**src/hdl/hostIfPkg.sv**
```systemverilog
// Shared widths and types for the host read channel and the line fetchers
// Imported by every RTL module and by the host memory model
package hostIfPkg;

    // --------------------
    // Field widths
    // --------------------
    localparam int LINE_ADDR_W  = 32;             // Host line address
    localparam int REQ_TAG_W    = 8;              // Full request tag
    localparam int LINE_DATA_W  = 64;             // One line of data
    localparam int LINE_COUNT_W = 16;             // Lines per fetch

    // Tag layout
    // Top bit names the client, set by the arbiter
    localparam int CLIENT_BIT = REQ_TAG_W - 1;
    localparam int SEQ_W      = REQ_TAG_W - 1;    // Local sequence bits
    localparam int NUM_SEQ    = 2 ** SEQ_W;       // Distinct local tags

    // --------------------
    // Channel types
    // --------------------

    // Line address in host memory
    typedef logic [LINE_ADDR_W-1:0] lineAddr_t;

    // Request tag, client bit on top
    typedef logic [REQ_TAG_W-1:0] reqTag_t;

    // Local part of a tag
    typedef logic [SEQ_W-1:0] seqNum_t;

    // Payload of one read response
    typedef logic [LINE_DATA_W-1:0] lineData_t;

    // --------------------
    // Fetcher types
    // --------------------

    // Wrapping sum of returned lines
    typedef logic [LINE_DATA_W-1:0] lineSum_t;

    // Number of lines in one fetch
    typedef logic [LINE_COUNT_W-1:0] lineCount_t;

    // Fetcher FSM
    //   IDLE   waits for start
    //   ISSUE  sends one request per cycle when not blocked
    //   DRAIN  all issued, waits for the remaining responses
    //   DONE   one cycle, drives the done pulse
    typedef enum logic [1:0]
    {
        IDLE  = 2'd0,
        ISSUE = 2'd1,
        DRAIN = 2'd2,
        DONE  = 2'd3
    } fetchState_t;

endpackage

```
**src/hdl/hostChannelShim.sv**
```systemverilog
// Edge shim between the host read channel wires and the internal c0 channel
// Each direction is either registered or passed straight through
`timescale 1ns/1ps

module hostChannelShim
    import hostIfPkg::*;
#(
    parameter int REGISTER_INPUTS  = 1,   // Register responses and almFull
    parameter int REGISTER_OUTPUTS = 1    // Register requests
)
(
    input  logic      clk,
    input  logic      rst,

    // Internal side
    input  logic      c0ReqValid,
    input  lineAddr_t c0ReqAddr,
    input  reqTag_t   c0ReqTag,
    output logic      c0AlmFull,
    output logic      c0RspValid,
    output reqTag_t   c0RspTag,
    output lineData_t c0RspData,

    // Host side
    output logic      hostReqValid,
    output lineAddr_t hostReqAddr,
    output reqTag_t   hostReqTag,
    input  logic      hostAlmFull,
    input  logic      hostRspValid,
    input  reqTag_t   hostRspTag,
    input  lineData_t hostRspData
);

    // --------------------
    // Request path
    // --------------------
    generate
        if (REGISTER_OUTPUTS != 0)
        begin : regOut
            always_ff @(posedge clk)
            begin
                if (rst)
                    hostReqValid <= 1'b0;           // Nothing leaves after reset
                else
                    hostReqValid <= c0ReqValid;
                hostReqAddr <= c0ReqAddr;
                hostReqTag  <= c0ReqTag;
            end
        end
        else
        begin : wireOut
            assign hostReqValid = c0ReqValid;
            assign hostReqAddr  = c0ReqAddr;
            assign hostReqTag   = c0ReqTag;
        end
    endgenerate

    // --------------------
    // Response path
    // --------------------
    // almFull travels with the responses, one stage when registered
    generate
        if (REGISTER_INPUTS != 0)
        begin : regIn
            always_ff @(posedge clk)
            begin
                if (rst)
                begin
                    c0RspValid <= 1'b0;
                    c0AlmFull  <= 1'b0;
                end
                else
                begin
                    c0RspValid <= hostRspValid;
                    c0AlmFull  <= hostAlmFull;
                end
                c0RspTag  <= hostRspTag;
                c0RspData <= hostRspData;
            end
        end
        else
        begin : wireIn
            assign c0RspValid = hostRspValid;
            assign c0AlmFull  = hostAlmFull;
            assign c0RspTag   = hostRspTag;
            assign c0RspData  = hostRspData;
        end
    endgenerate

endmodule

```
**src/hdl/readArbiter.sv**
```systemverilog
// Round-robin arbiter sharing one c0 read channel between two fetchers
// Marks the client in the top tag bit and steers responses back by that bit
`timescale 1ns/1ps

module readArbiter
    import hostIfPkg::*;
(
    input  logic      clk,
    input  logic      rst,

    // Client 0
    input  logic      reqValid0,
    input  lineAddr_t reqAddr0,
    input  reqTag_t   reqTag0,
    output logic      almFull0,
    output logic      rspValid0,
    output reqTag_t   rspTag0,
    output lineData_t rspData0,

    // Client 1
    input  logic      reqValid1,
    input  lineAddr_t reqAddr1,
    input  reqTag_t   reqTag1,
    output logic      almFull1,
    output logic      rspValid1,
    output reqTag_t   rspTag1,
    output lineData_t rspData1,

    // Toward the shim
    output logic      c0ReqValid,
    output lineAddr_t c0ReqAddr,
    output reqTag_t   c0ReqTag,
    input  logic      c0AlmFull,
    input  logic      c0RspValid,
    input  reqTag_t   c0RspTag,
    input  lineData_t c0RspData
);

    logic rrPtr;          // Client that wins a tie
    logic grant0;
    logic grant1;
    seqNum_t grantSeq;    // Local tag bits of the winner

    // --------------------
    // Grant
    // --------------------
    // No grant at all while the host is almost full
    always_comb
    begin
        grant0 = 1'b0;
        grant1 = 1'b0;
        if (!c0AlmFull)
        begin
            if (reqValid0 && reqValid1)
            begin
                grant0 = !rrPtr;
                grant1 = rrPtr;
            end
            else
            begin
                grant0 = reqValid0;
                grant1 = reqValid1;
            end
        end
    end

    // A waiting loser sees almFull and keeps its request
    assign almFull0 = c0AlmFull | (reqValid0 & ~grant0);
    assign almFull1 = c0AlmFull | (reqValid1 & ~grant1);

    assign grantSeq = grant1 ? reqTag1[SEQ_W-1:0] : reqTag0[SEQ_W-1:0];

    // Pointer moves to the other client after every grant
    always_ff @(posedge clk)
    begin
        if (rst)
            rrPtr <= 1'b0;
        else if (grant0)
            rrPtr <= 1'b1;
        else if (grant1)
            rrPtr <= 1'b0;
    end

    // --------------------
    // Request register
    // --------------------
    always_ff @(posedge clk)
    begin
        if (rst)
            c0ReqValid <= 1'b0;
        else
            c0ReqValid <= grant0 | grant1;
        c0ReqAddr <= grant1 ? reqAddr1 : reqAddr0;
        c0ReqTag  <= {grant1, grantSeq};      // Client number on top
    end

    // --------------------
    // Response steering
    // --------------------
    assign rspValid0 = c0RspValid & ~c0RspTag[CLIENT_BIT];
    assign rspValid1 = c0RspValid & c0RspTag[CLIENT_BIT];

    // Client bit stripped, local bits unchanged
    assign rspTag0 = {1'b0, c0RspTag[SEQ_W-1:0]};
    assign rspTag1 = {1'b0, c0RspTag[SEQ_W-1:0]};

    assign rspData0 = c0RspData;              // Shared data bus
    assign rspData1 = c0RspData;

endmodule

```
**src/hdl/lineFetcher.sv**
```systemverilog
// Reads a run of lines from host memory and sums them with wraparound
// Pulse start with base and count, wait for done, then read sum
`timescale 1ns/1ps

module lineFetcher
    import hostIfPkg::*;
#(
    parameter int MAX_OUTSTANDING = 16    // Reads in flight, up to 64
)
(
    input  logic       clk,
    input  logic       rst,

    // Control
    input  logic       start,
    input  lineAddr_t  base,
    input  lineCount_t count,
    output logic       busy,
    output logic       done,
    output lineSum_t   sum,

    // Read channel
    output logic       reqValid,
    output lineAddr_t  reqAddr,
    output reqTag_t    reqTag,
    input  logic       almFull,
    input  logic       rspValid,
    input  reqTag_t    rspTag,
    input  lineData_t  rspData
);

    localparam int PEND_W = $clog2(MAX_OUTSTANDING + 1);

    fetchState_t state;
    lineAddr_t   curAddr;                 // Next address to request
    lineCount_t  issueLeft;               // Requests still to send
    lineCount_t  rspLeft;                 // Responses still to come
    seqNum_t     seqCnt;                  // Local tag of next request
    seqNum_t     rspSeq;
    logic [PEND_W-1:0]  pendingCnt;       // Reads in flight
    logic [NUM_SEQ-1:0] inFlight;         // One bit per local tag
    logic startTake;
    logic canIssue;
    logic issueFire;
    logic rspTake;

    // --------------------
    // Issue control
    // --------------------
    assign startTake = start && ((state == IDLE) || (state == DONE));

    // Held off by the pending limit or a tag still in use
    assign canIssue = (state == ISSUE) && (issueLeft != '0)
                      && (pendingCnt < PEND_W'(MAX_OUTSTANDING))
                      && !inFlight[seqCnt];
    assign issueFire = canIssue && !almFull;          // Request taken this cycle
    assign rspTake   = rspValid && ((state == ISSUE) || (state == DRAIN));
    assign rspSeq    = rspTag[SEQ_W-1:0];

    assign reqValid = canIssue;
    assign reqAddr  = curAddr;
    assign reqTag   = {1'b0, seqCnt};                 // Arbiter fills top bit

    assign busy = (state == ISSUE) || (state == DRAIN);
    assign done = (state == DONE);

    // --------------------
    // FSM
    // --------------------
    always_ff @(posedge clk)
    begin
        if (rst)
            state <= IDLE;
        else
        begin
            case (state)
                IDLE, DONE:
                begin
                    if (startTake)
                        state <= (count == '0) ? DONE : ISSUE;  // Empty run ends at once
                    else
                        state <= IDLE;
                end
                ISSUE:
                begin
                    if (issueFire && (issueLeft == lineCount_t'(1)))
                        state <= DRAIN;                         // Last request sent
                end
                DRAIN:
                begin
                    if (rspTake && (rspLeft == lineCount_t'(1)))
                        state <= DONE;                          // Last response in
                end
                default:
                    state <= IDLE;
            endcase
        end
    end

    // --------------------
    // Address, counters, sum
    // --------------------
    always_ff @(posedge clk)
    begin
        if (rst)
        begin
            issueLeft <= '0;
            rspLeft   <= '0;
            seqCnt    <= '0;
            sum       <= '0;
        end
        else if (startTake)
        begin
            issueLeft <= count;
            rspLeft   <= count;
            sum       <= '0;                  // Fresh sum per run
        end
        else
        begin
            if (issueFire)
            begin
                issueLeft <= issueLeft - 1'b1;
                seqCnt    <= seqCnt + 1'b1;
            end
            if (rspTake)
            begin
                rspLeft <= rspLeft - 1'b1;
                sum     <= sum + rspData;     // Wraps at 64 bits
            end
        end
    end

    always_ff @(posedge clk)
    begin
        if (startTake)
            curAddr <= base;
        else if (issueFire)
            curAddr <= curAddr + 1'b1;        // Sequential lines
    end

    // Pending count and tag map
    always_ff @(posedge clk)
    begin
        if (rst)
        begin
            pendingCnt <= '0;
            inFlight   <= '0;
        end
        else
        begin
            if (issueFire && !rspTake)
                pendingCnt <= pendingCnt + 1'b1;
            else if (rspTake && !issueFire)
                pendingCnt <= pendingCnt - 1'b1;
            if (rspTake)
                inFlight[rspSeq] <= 1'b0;     // Tag free again
            if (issueFire)
                inFlight[seqCnt] <= 1'b1;
        end
    end

endmodule

```
**src/hdl/fetchSubsystem.sv**
```systemverilog
// Top level of the host read subsystem
// Two line fetchers share the host channel through the arbiter and edge shim
`timescale 1ns/1ps

module fetchSubsystem
    import hostIfPkg::*;
#(
    parameter int REGISTER_INPUTS  = 1,
    parameter int REGISTER_OUTPUTS = 1,
    parameter int MAX_OUTSTANDING  = 16
)
(
    input  logic       clk,
    input  logic       rst,

    // Fetcher 0 control
    input  logic       start0,
    input  lineAddr_t  base0,
    input  lineCount_t count0,
    output logic       busy0,
    output logic       done0,
    output lineSum_t   sum0,

    // Fetcher 1 control
    input  logic       start1,
    input  lineAddr_t  base1,
    input  lineCount_t count1,
    output logic       busy1,
    output logic       done1,
    output lineSum_t   sum1,

    // Host channel
    output logic       hostReqValid,
    output lineAddr_t  hostReqAddr,
    output reqTag_t    hostReqTag,
    input  logic       hostAlmFull,
    input  logic       hostRspValid,
    input  reqTag_t    hostRspTag,
    input  lineData_t  hostRspData
);

    // --------------------
    // Fetcher to arbiter
    // --------------------
    logic      reqValid0;
    lineAddr_t reqAddr0;
    reqTag_t   reqTag0;
    logic      almFull0;
    logic      rspValid0;
    reqTag_t   rspTag0;
    lineData_t rspData0;

    logic      reqValid1;
    lineAddr_t reqAddr1;
    reqTag_t   reqTag1;
    logic      almFull1;
    logic      rspValid1;
    reqTag_t   rspTag1;
    lineData_t rspData1;

    // Arbiter to shim
    logic      c0ReqValid;
    lineAddr_t c0ReqAddr;
    reqTag_t   c0ReqTag;
    logic      c0AlmFull;
    logic      c0RspValid;
    reqTag_t   c0RspTag;
    lineData_t c0RspData;

    lineFetcher #(
        .MAX_OUTSTANDING(MAX_OUTSTANDING)
    ) fetch0 (
        .clk(clk), .rst(rst),
        .start(start0), .base(base0), .count(count0),
        .busy(busy0), .done(done0), .sum(sum0),
        .reqValid(reqValid0), .reqAddr(reqAddr0), .reqTag(reqTag0),
        .almFull(almFull0), .rspValid(rspValid0), .rspTag(rspTag0), .rspData(rspData0)
    );

    lineFetcher #(
        .MAX_OUTSTANDING(MAX_OUTSTANDING)
    ) fetch1 (
        .clk(clk), .rst(rst),
        .start(start1), .base(base1), .count(count1),
        .busy(busy1), .done(done1), .sum(sum1),
        .reqValid(reqValid1), .reqAddr(reqAddr1), .reqTag(reqTag1),
        .almFull(almFull1), .rspValid(rspValid1), .rspTag(rspTag1), .rspData(rspData1)
    );

    readArbiter arb0 (
        .clk(clk), .rst(rst),
        .reqValid0(reqValid0), .reqAddr0(reqAddr0), .reqTag0(reqTag0),
        .almFull0(almFull0), .rspValid0(rspValid0), .rspTag0(rspTag0), .rspData0(rspData0),
        .reqValid1(reqValid1), .reqAddr1(reqAddr1), .reqTag1(reqTag1),
        .almFull1(almFull1), .rspValid1(rspValid1), .rspTag1(rspTag1), .rspData1(rspData1),
        .c0ReqValid(c0ReqValid), .c0ReqAddr(c0ReqAddr), .c0ReqTag(c0ReqTag),
        .c0AlmFull(c0AlmFull), .c0RspValid(c0RspValid), .c0RspTag(c0RspTag),
        .c0RspData(c0RspData)
    );

    // Host edge
    hostChannelShim #(
        .REGISTER_INPUTS(REGISTER_INPUTS),
        .REGISTER_OUTPUTS(REGISTER_OUTPUTS)
    ) shim0 (
        .clk(clk), .rst(rst),
        .c0ReqValid(c0ReqValid), .c0ReqAddr(c0ReqAddr), .c0ReqTag(c0ReqTag),
        .c0AlmFull(c0AlmFull), .c0RspValid(c0RspValid), .c0RspTag(c0RspTag),
        .c0RspData(c0RspData),
        .hostReqValid(hostReqValid), .hostReqAddr(hostReqAddr), .hostReqTag(hostReqTag),
        .hostAlmFull(hostAlmFull), .hostRspValid(hostRspValid), .hostRspTag(hostRspTag),
        .hostRspData(hostRspData)
    );

endmodule

```
**config.mk**
```make
export PLATFORM = sky130hd
export DESIGN_NAME = fetchSubsystem
export DESIGN_NICKNAME = d
export VERILOG_FILES = /design/src/hdl/hostIfPkg.sv /design/src/hdl/hostChannelShim.sv /design/src/hdl/readArbiter.sv /design/src/hdl/lineFetcher.sv /design/src/hdl/fetchSubsystem.sv
export SDC_FILE = /design/constraint.sdc
export NUM_CORES = 2
export LEC_CHECK = 0
export BUFFER_PORTS_ARGS = -buffer_cell sky130_fd_sc_hd__buf_2
export CORE_MARGIN = 2
export CORE_UTILIZATION = 35
export DETAILED_ROUTE_END_ITERATION = 10
export GPL_TIMING_DRIVEN = 0
export HOLD_SLACK_MARGIN = 0.05
export PLACE_DENSITY = 0.55
export SLEW_MARGIN = 10
export SYNTH_ARGS = -nofsm -noshare
export SYNTH_HDL_FRONTEND = slang
export SYNTH_SLANG_ARGS = --single-unit
```
**constraint.sdc**
```tcl
create_clock -name clk -period 4.6 [get_ports clk]
set_input_delay 0 -clock clk [delete_from_list [all_inputs] [get_ports clk]]
set_output_delay 0 -clock clk [all_outputs]
set_load 0.01 [all_outputs]
```
==> impl_metrics.py <==
metrics = {
    "synth": {
        "syn_inst": 4286,
        "netlist_top_cells_count": "dfxtp_1 (633), nand2_1 (605), o21ai_0 (560)",
        "async_reset_ff_share_pct": 0,
        "syn_area_um2": 35960,
        "synth-edff-count": 64,
        "synthDistinctLibCells": 93,
        "synth_top_area_share_pct": 35.24,
        "synth.most_common_cell": "dfxtp_1",
        "avgSynthCellArea_um2": 8.390,
        "synth_nets": 4617,
        "synth_area_leaders": "dfxtp_1 (35%), o21ai_0 (7.8%), nand2_1 (6.3%)",
        "ys_seq_area_share_pct": 40.59,
        "synth_warnings": 0,
        "synth_seq_cells": 697,
        "ys.flop_type": "dfxtp_1",
        "netlist.top_cell.by_area": "dfxtp_1",
    },
    "setup_path": {
        "crit_chain": "buf_6 -> buf_12 -> nor2_2 -> a221oi_1 -> o2bb2a_2 -> mux4_2 -> a221oi_4 -> nor4_2 -> buf_4 -> a211oi_4 -> nand2_1 -> nor2_2 -> buf_4 -> nand2_1 -> a21oi_1",
        "crit_type": "reg2reg",
        "crit_buf_inv": 4,
        "critPathArrivalTime_ps": 5130,
        "crit_family": "compound AO/OA/AOI/OAI gates",
        "crit_path_max_fanout": 10,
        "required_ps": 5190,
        "cp-start-kind": "flip-flop",
        "cp_slowest_cell": "a211oi_4",
        "endpoint_kind": "flip-flop",
        "crit_path_max_incr_delay_ps": 580,
    },
    "cts": {
        "h-tree-depth": 3,
        "clkLatencyLatePin_ps": 680,
        "cts.root.buffer_cell": "clkbuf_16",
        "cts_num_sinks": 697,
        "cts_tree": "built",
        "clockBufferDepth": 3,
        "cts_buffers": 85,
        "clk_pin_slew_ps": 60,
    },
    "sta": {
        "clock_skew_ps": 56.72,
        "setup_violations": 0,
        "worstMarginPinSlew_ps": 1214,
        "grt_setup_unrepaired": "false",
        "slew_headroom_pct": 19.05,
        "hold_violations": 0,
        "final-max-slew-violation-count": 0,
        "fin_crit_sh_pct": 98.75,
        "min_period_ps": 4543,
        "max_freq_mhz": 220.1,
        "fin_ws_ps": 57.47,
    },
    "floorplan": {
        "ios": 347,
        "die_h_um": 324.5,
        "core_area_um2": 101900,
        "die_w_um": 324.5,
        "die-area_um2": 105300,
        "rows": 117,
        "initial_core_util_pct": 35.29,
    },
    "detailed_routing": {
        "avgRoutedWirePerCell_um": 21.36,
        "dr_wl_met2_um": 63740,
        "met1Wirelength_um": 59190,
        "wl_um": 137000,
        "drc_errors": 0,
        "first_pass_iters": 6,
        "wl_met3_um": 9178,
        "drt_iter0_drc": 3155,
        "ant_nets": 0,
        "highest_layer": "met5",
        "vias_per_cell": 5.453,
        "routed-via-count": 34979,
    },
    "finish": {
        "stdcell_count": 6415,
        "drive_gt1_share_pct": 13.94,
        "syn_to_final_growth_pct": 25.62,
        "nets": 5310,
    },
    "power_and_ir_drop": {
        "pwr_density_cell_nw_per_um2": 453.0,
        "switching_share_pct": 34.31,
        "p_leak_nw": 17.46,
        "total_power_mw": 20.46,
        "comb_power_share_pct": 26.5,
        "seqPwrFrac_pct": 39.7,
        "clkPwrFrac_pct": 33.8,
        "intPower_mw": 13.44,
        "vdd_drop_max_mv": 0.2697,
        "switchingPower_mw": 7.021,
    },
    "placed_design": {
        "port-buffer-count": 346,
        "dp_cells": 6000,
        "place_hpwl_um": 98440,
        "gp_congestion": 0.9292,
        "pre_cts_slack_ps": -1008,
    },
    "grt": {
        "grt_usage_pct": 24.99,
        "grt_max_degree": 33,
        "grt_pass1_wl_um": 205000,
        "grt_antenna_before_repair": 5,
        "overflow": 0,
        "grt_pass1_vias": 33353,
    },
    "worst_hold_path": {
        "min_path_type": "in2reg",
    },
    "outcome": {
        "status": "finished, final reports clean",
    },
    "run": {
        "maxCapViolCount": 0,
    },
}
## final timing paths
| check | start | endpoint | slack, ps | depth (start not counted) |
|---|---|---|---|---|
| hold / removal | hostRspValid | shim0.c0RspValid | 160 | 3 |
| setup / recovery | fetch0.seqCnt[1] | fetch1.inFlight[77] | 60 | 15 |
| setup reg to reg | fetch0.seqCnt[1] | fetch1.inFlight[77] | 60 | 15 |
| hold reg to reg | arb0.c0ReqAddr[8] | shim0.hostReqAddr[8] | 320 | 0 |
## timing repair
| item | 4_1_cts | 5_1_grt |
|---|---|---|
| setup endpoints to repair | 381 | 127 |
| endpoints found under the hold margin | 204 | 0 |
| gates resized for setup | 39 | 56 |
| gates cloned | 1 | 0 |
| setup buffers | 10 | 7 |
| hold buffers | 244 | 0 |
| pin swaps | 4 | 5 |
## sequential cells by signal (all words and copies together), names as in the netlist, 32 cells and up
register	flops
fetch1.inFlight	128
fetch0.inFlight	128
fetch0.sum	64
fetch1.reqAddr	32
shim0.c0RspData	64
fetch1.sum	64
arb0.c0ReqAddr	32
fetch0.reqAddr	32
shim0.hostReqAddr	32
## power groups by stage
stage / Combinational, mW / Clock (mW) / Sequential (mW)
final: 5.43 / 6.92 / 8.12
after global routing: 5.96 / 7.27 / 8.23
after CTS: 5.34 / 7.03 / 8.11
after detailed placement: 5.07 / 0 / 8.22
after global placement: 5.03 / 0 / 8.22
after floorplan: 3.32 / 0 / 8.07
## per-layer routing
metal / vias up / GRT usage, %
met5: - / 0
met4: 4 / 8.595
met3: 274 / 3.768
met2: 1319 / 41.27
met1: 16698 / 33.21
li1: 16684 / -
## cells by family after synthesis
logic type / count (synthesis) / synth area share, %
AOI/OAI and AO/OA: 1378 / 22.29
adders and majority gates: 157 / 5.546
xor gates and xnor gates: 215 / 5.237
and+or+nand+nor: 1398 / 18.28
muxes: 109 / 4.360
DFF: 697 / 40.59
buffers and inverters: 332 / 3.699
## layout by cell type, fill, tap and decap left out, drive strengths merged, types with 8 or more instances in the layout
cell and n:
clkbuf 312, buf 424, xnor2 125, edfxtp 64, nor3 61, o31ai 8
a31oi 26, dfxtp 633, clkinv 26, ha 153, nor2 260, nor2b 150
o21bai 31, a221oi 35, o211ai 27, or2 18, inv 73, and4 9
xor2 90, and3 33, a21oi 429, o22ai 13, nor4 22, a211oi 54
or3 21, nand4 45, a21o 82, mux2 48, o21ai 567, and2 15
mux4 33, or4 8, dlygate4sd3 244, nand2 606, o21a 15, nand3 102
nand2b 30, mux2i 28, o311ai 9
## metrics by stage
step	TNS (ps)	util, %	area [µm²]	hold slack [ps]
after floorplan	0	-	35960	27.72
after global routing	0	44.34	45170	159.5
after global placement	-206020	38.67	39400	102.4
after CTS	0	44.07	44900	111.4
final	0	44.34	45170	155.5
after detailed placement	-155520	38.68	39410	103.6
## tightest hold or removal path, cell delays in order
cell and delay, ps:
dlygate4sd3_1 530, buf_2 120, nor2b_1 130
## layout make-up
class | instances | area [µm²]
Tap cell | 1368 | 1712
Multi-Input combinational cell | 3258 | 20200
Clock buffer | 117 | 2430
Fill cell | 10114 | 56720
Sequential cell | 697 | 14600
Antenna cell | 3 | 7.507
Clock inverter | 35 | 441.7
Timing Repair Buffer | 607 | 4302
Inverter | 74 | 292.8
Buffer | 256 | 1196
No activity file was read; power rests on OpenSTA's default activity.
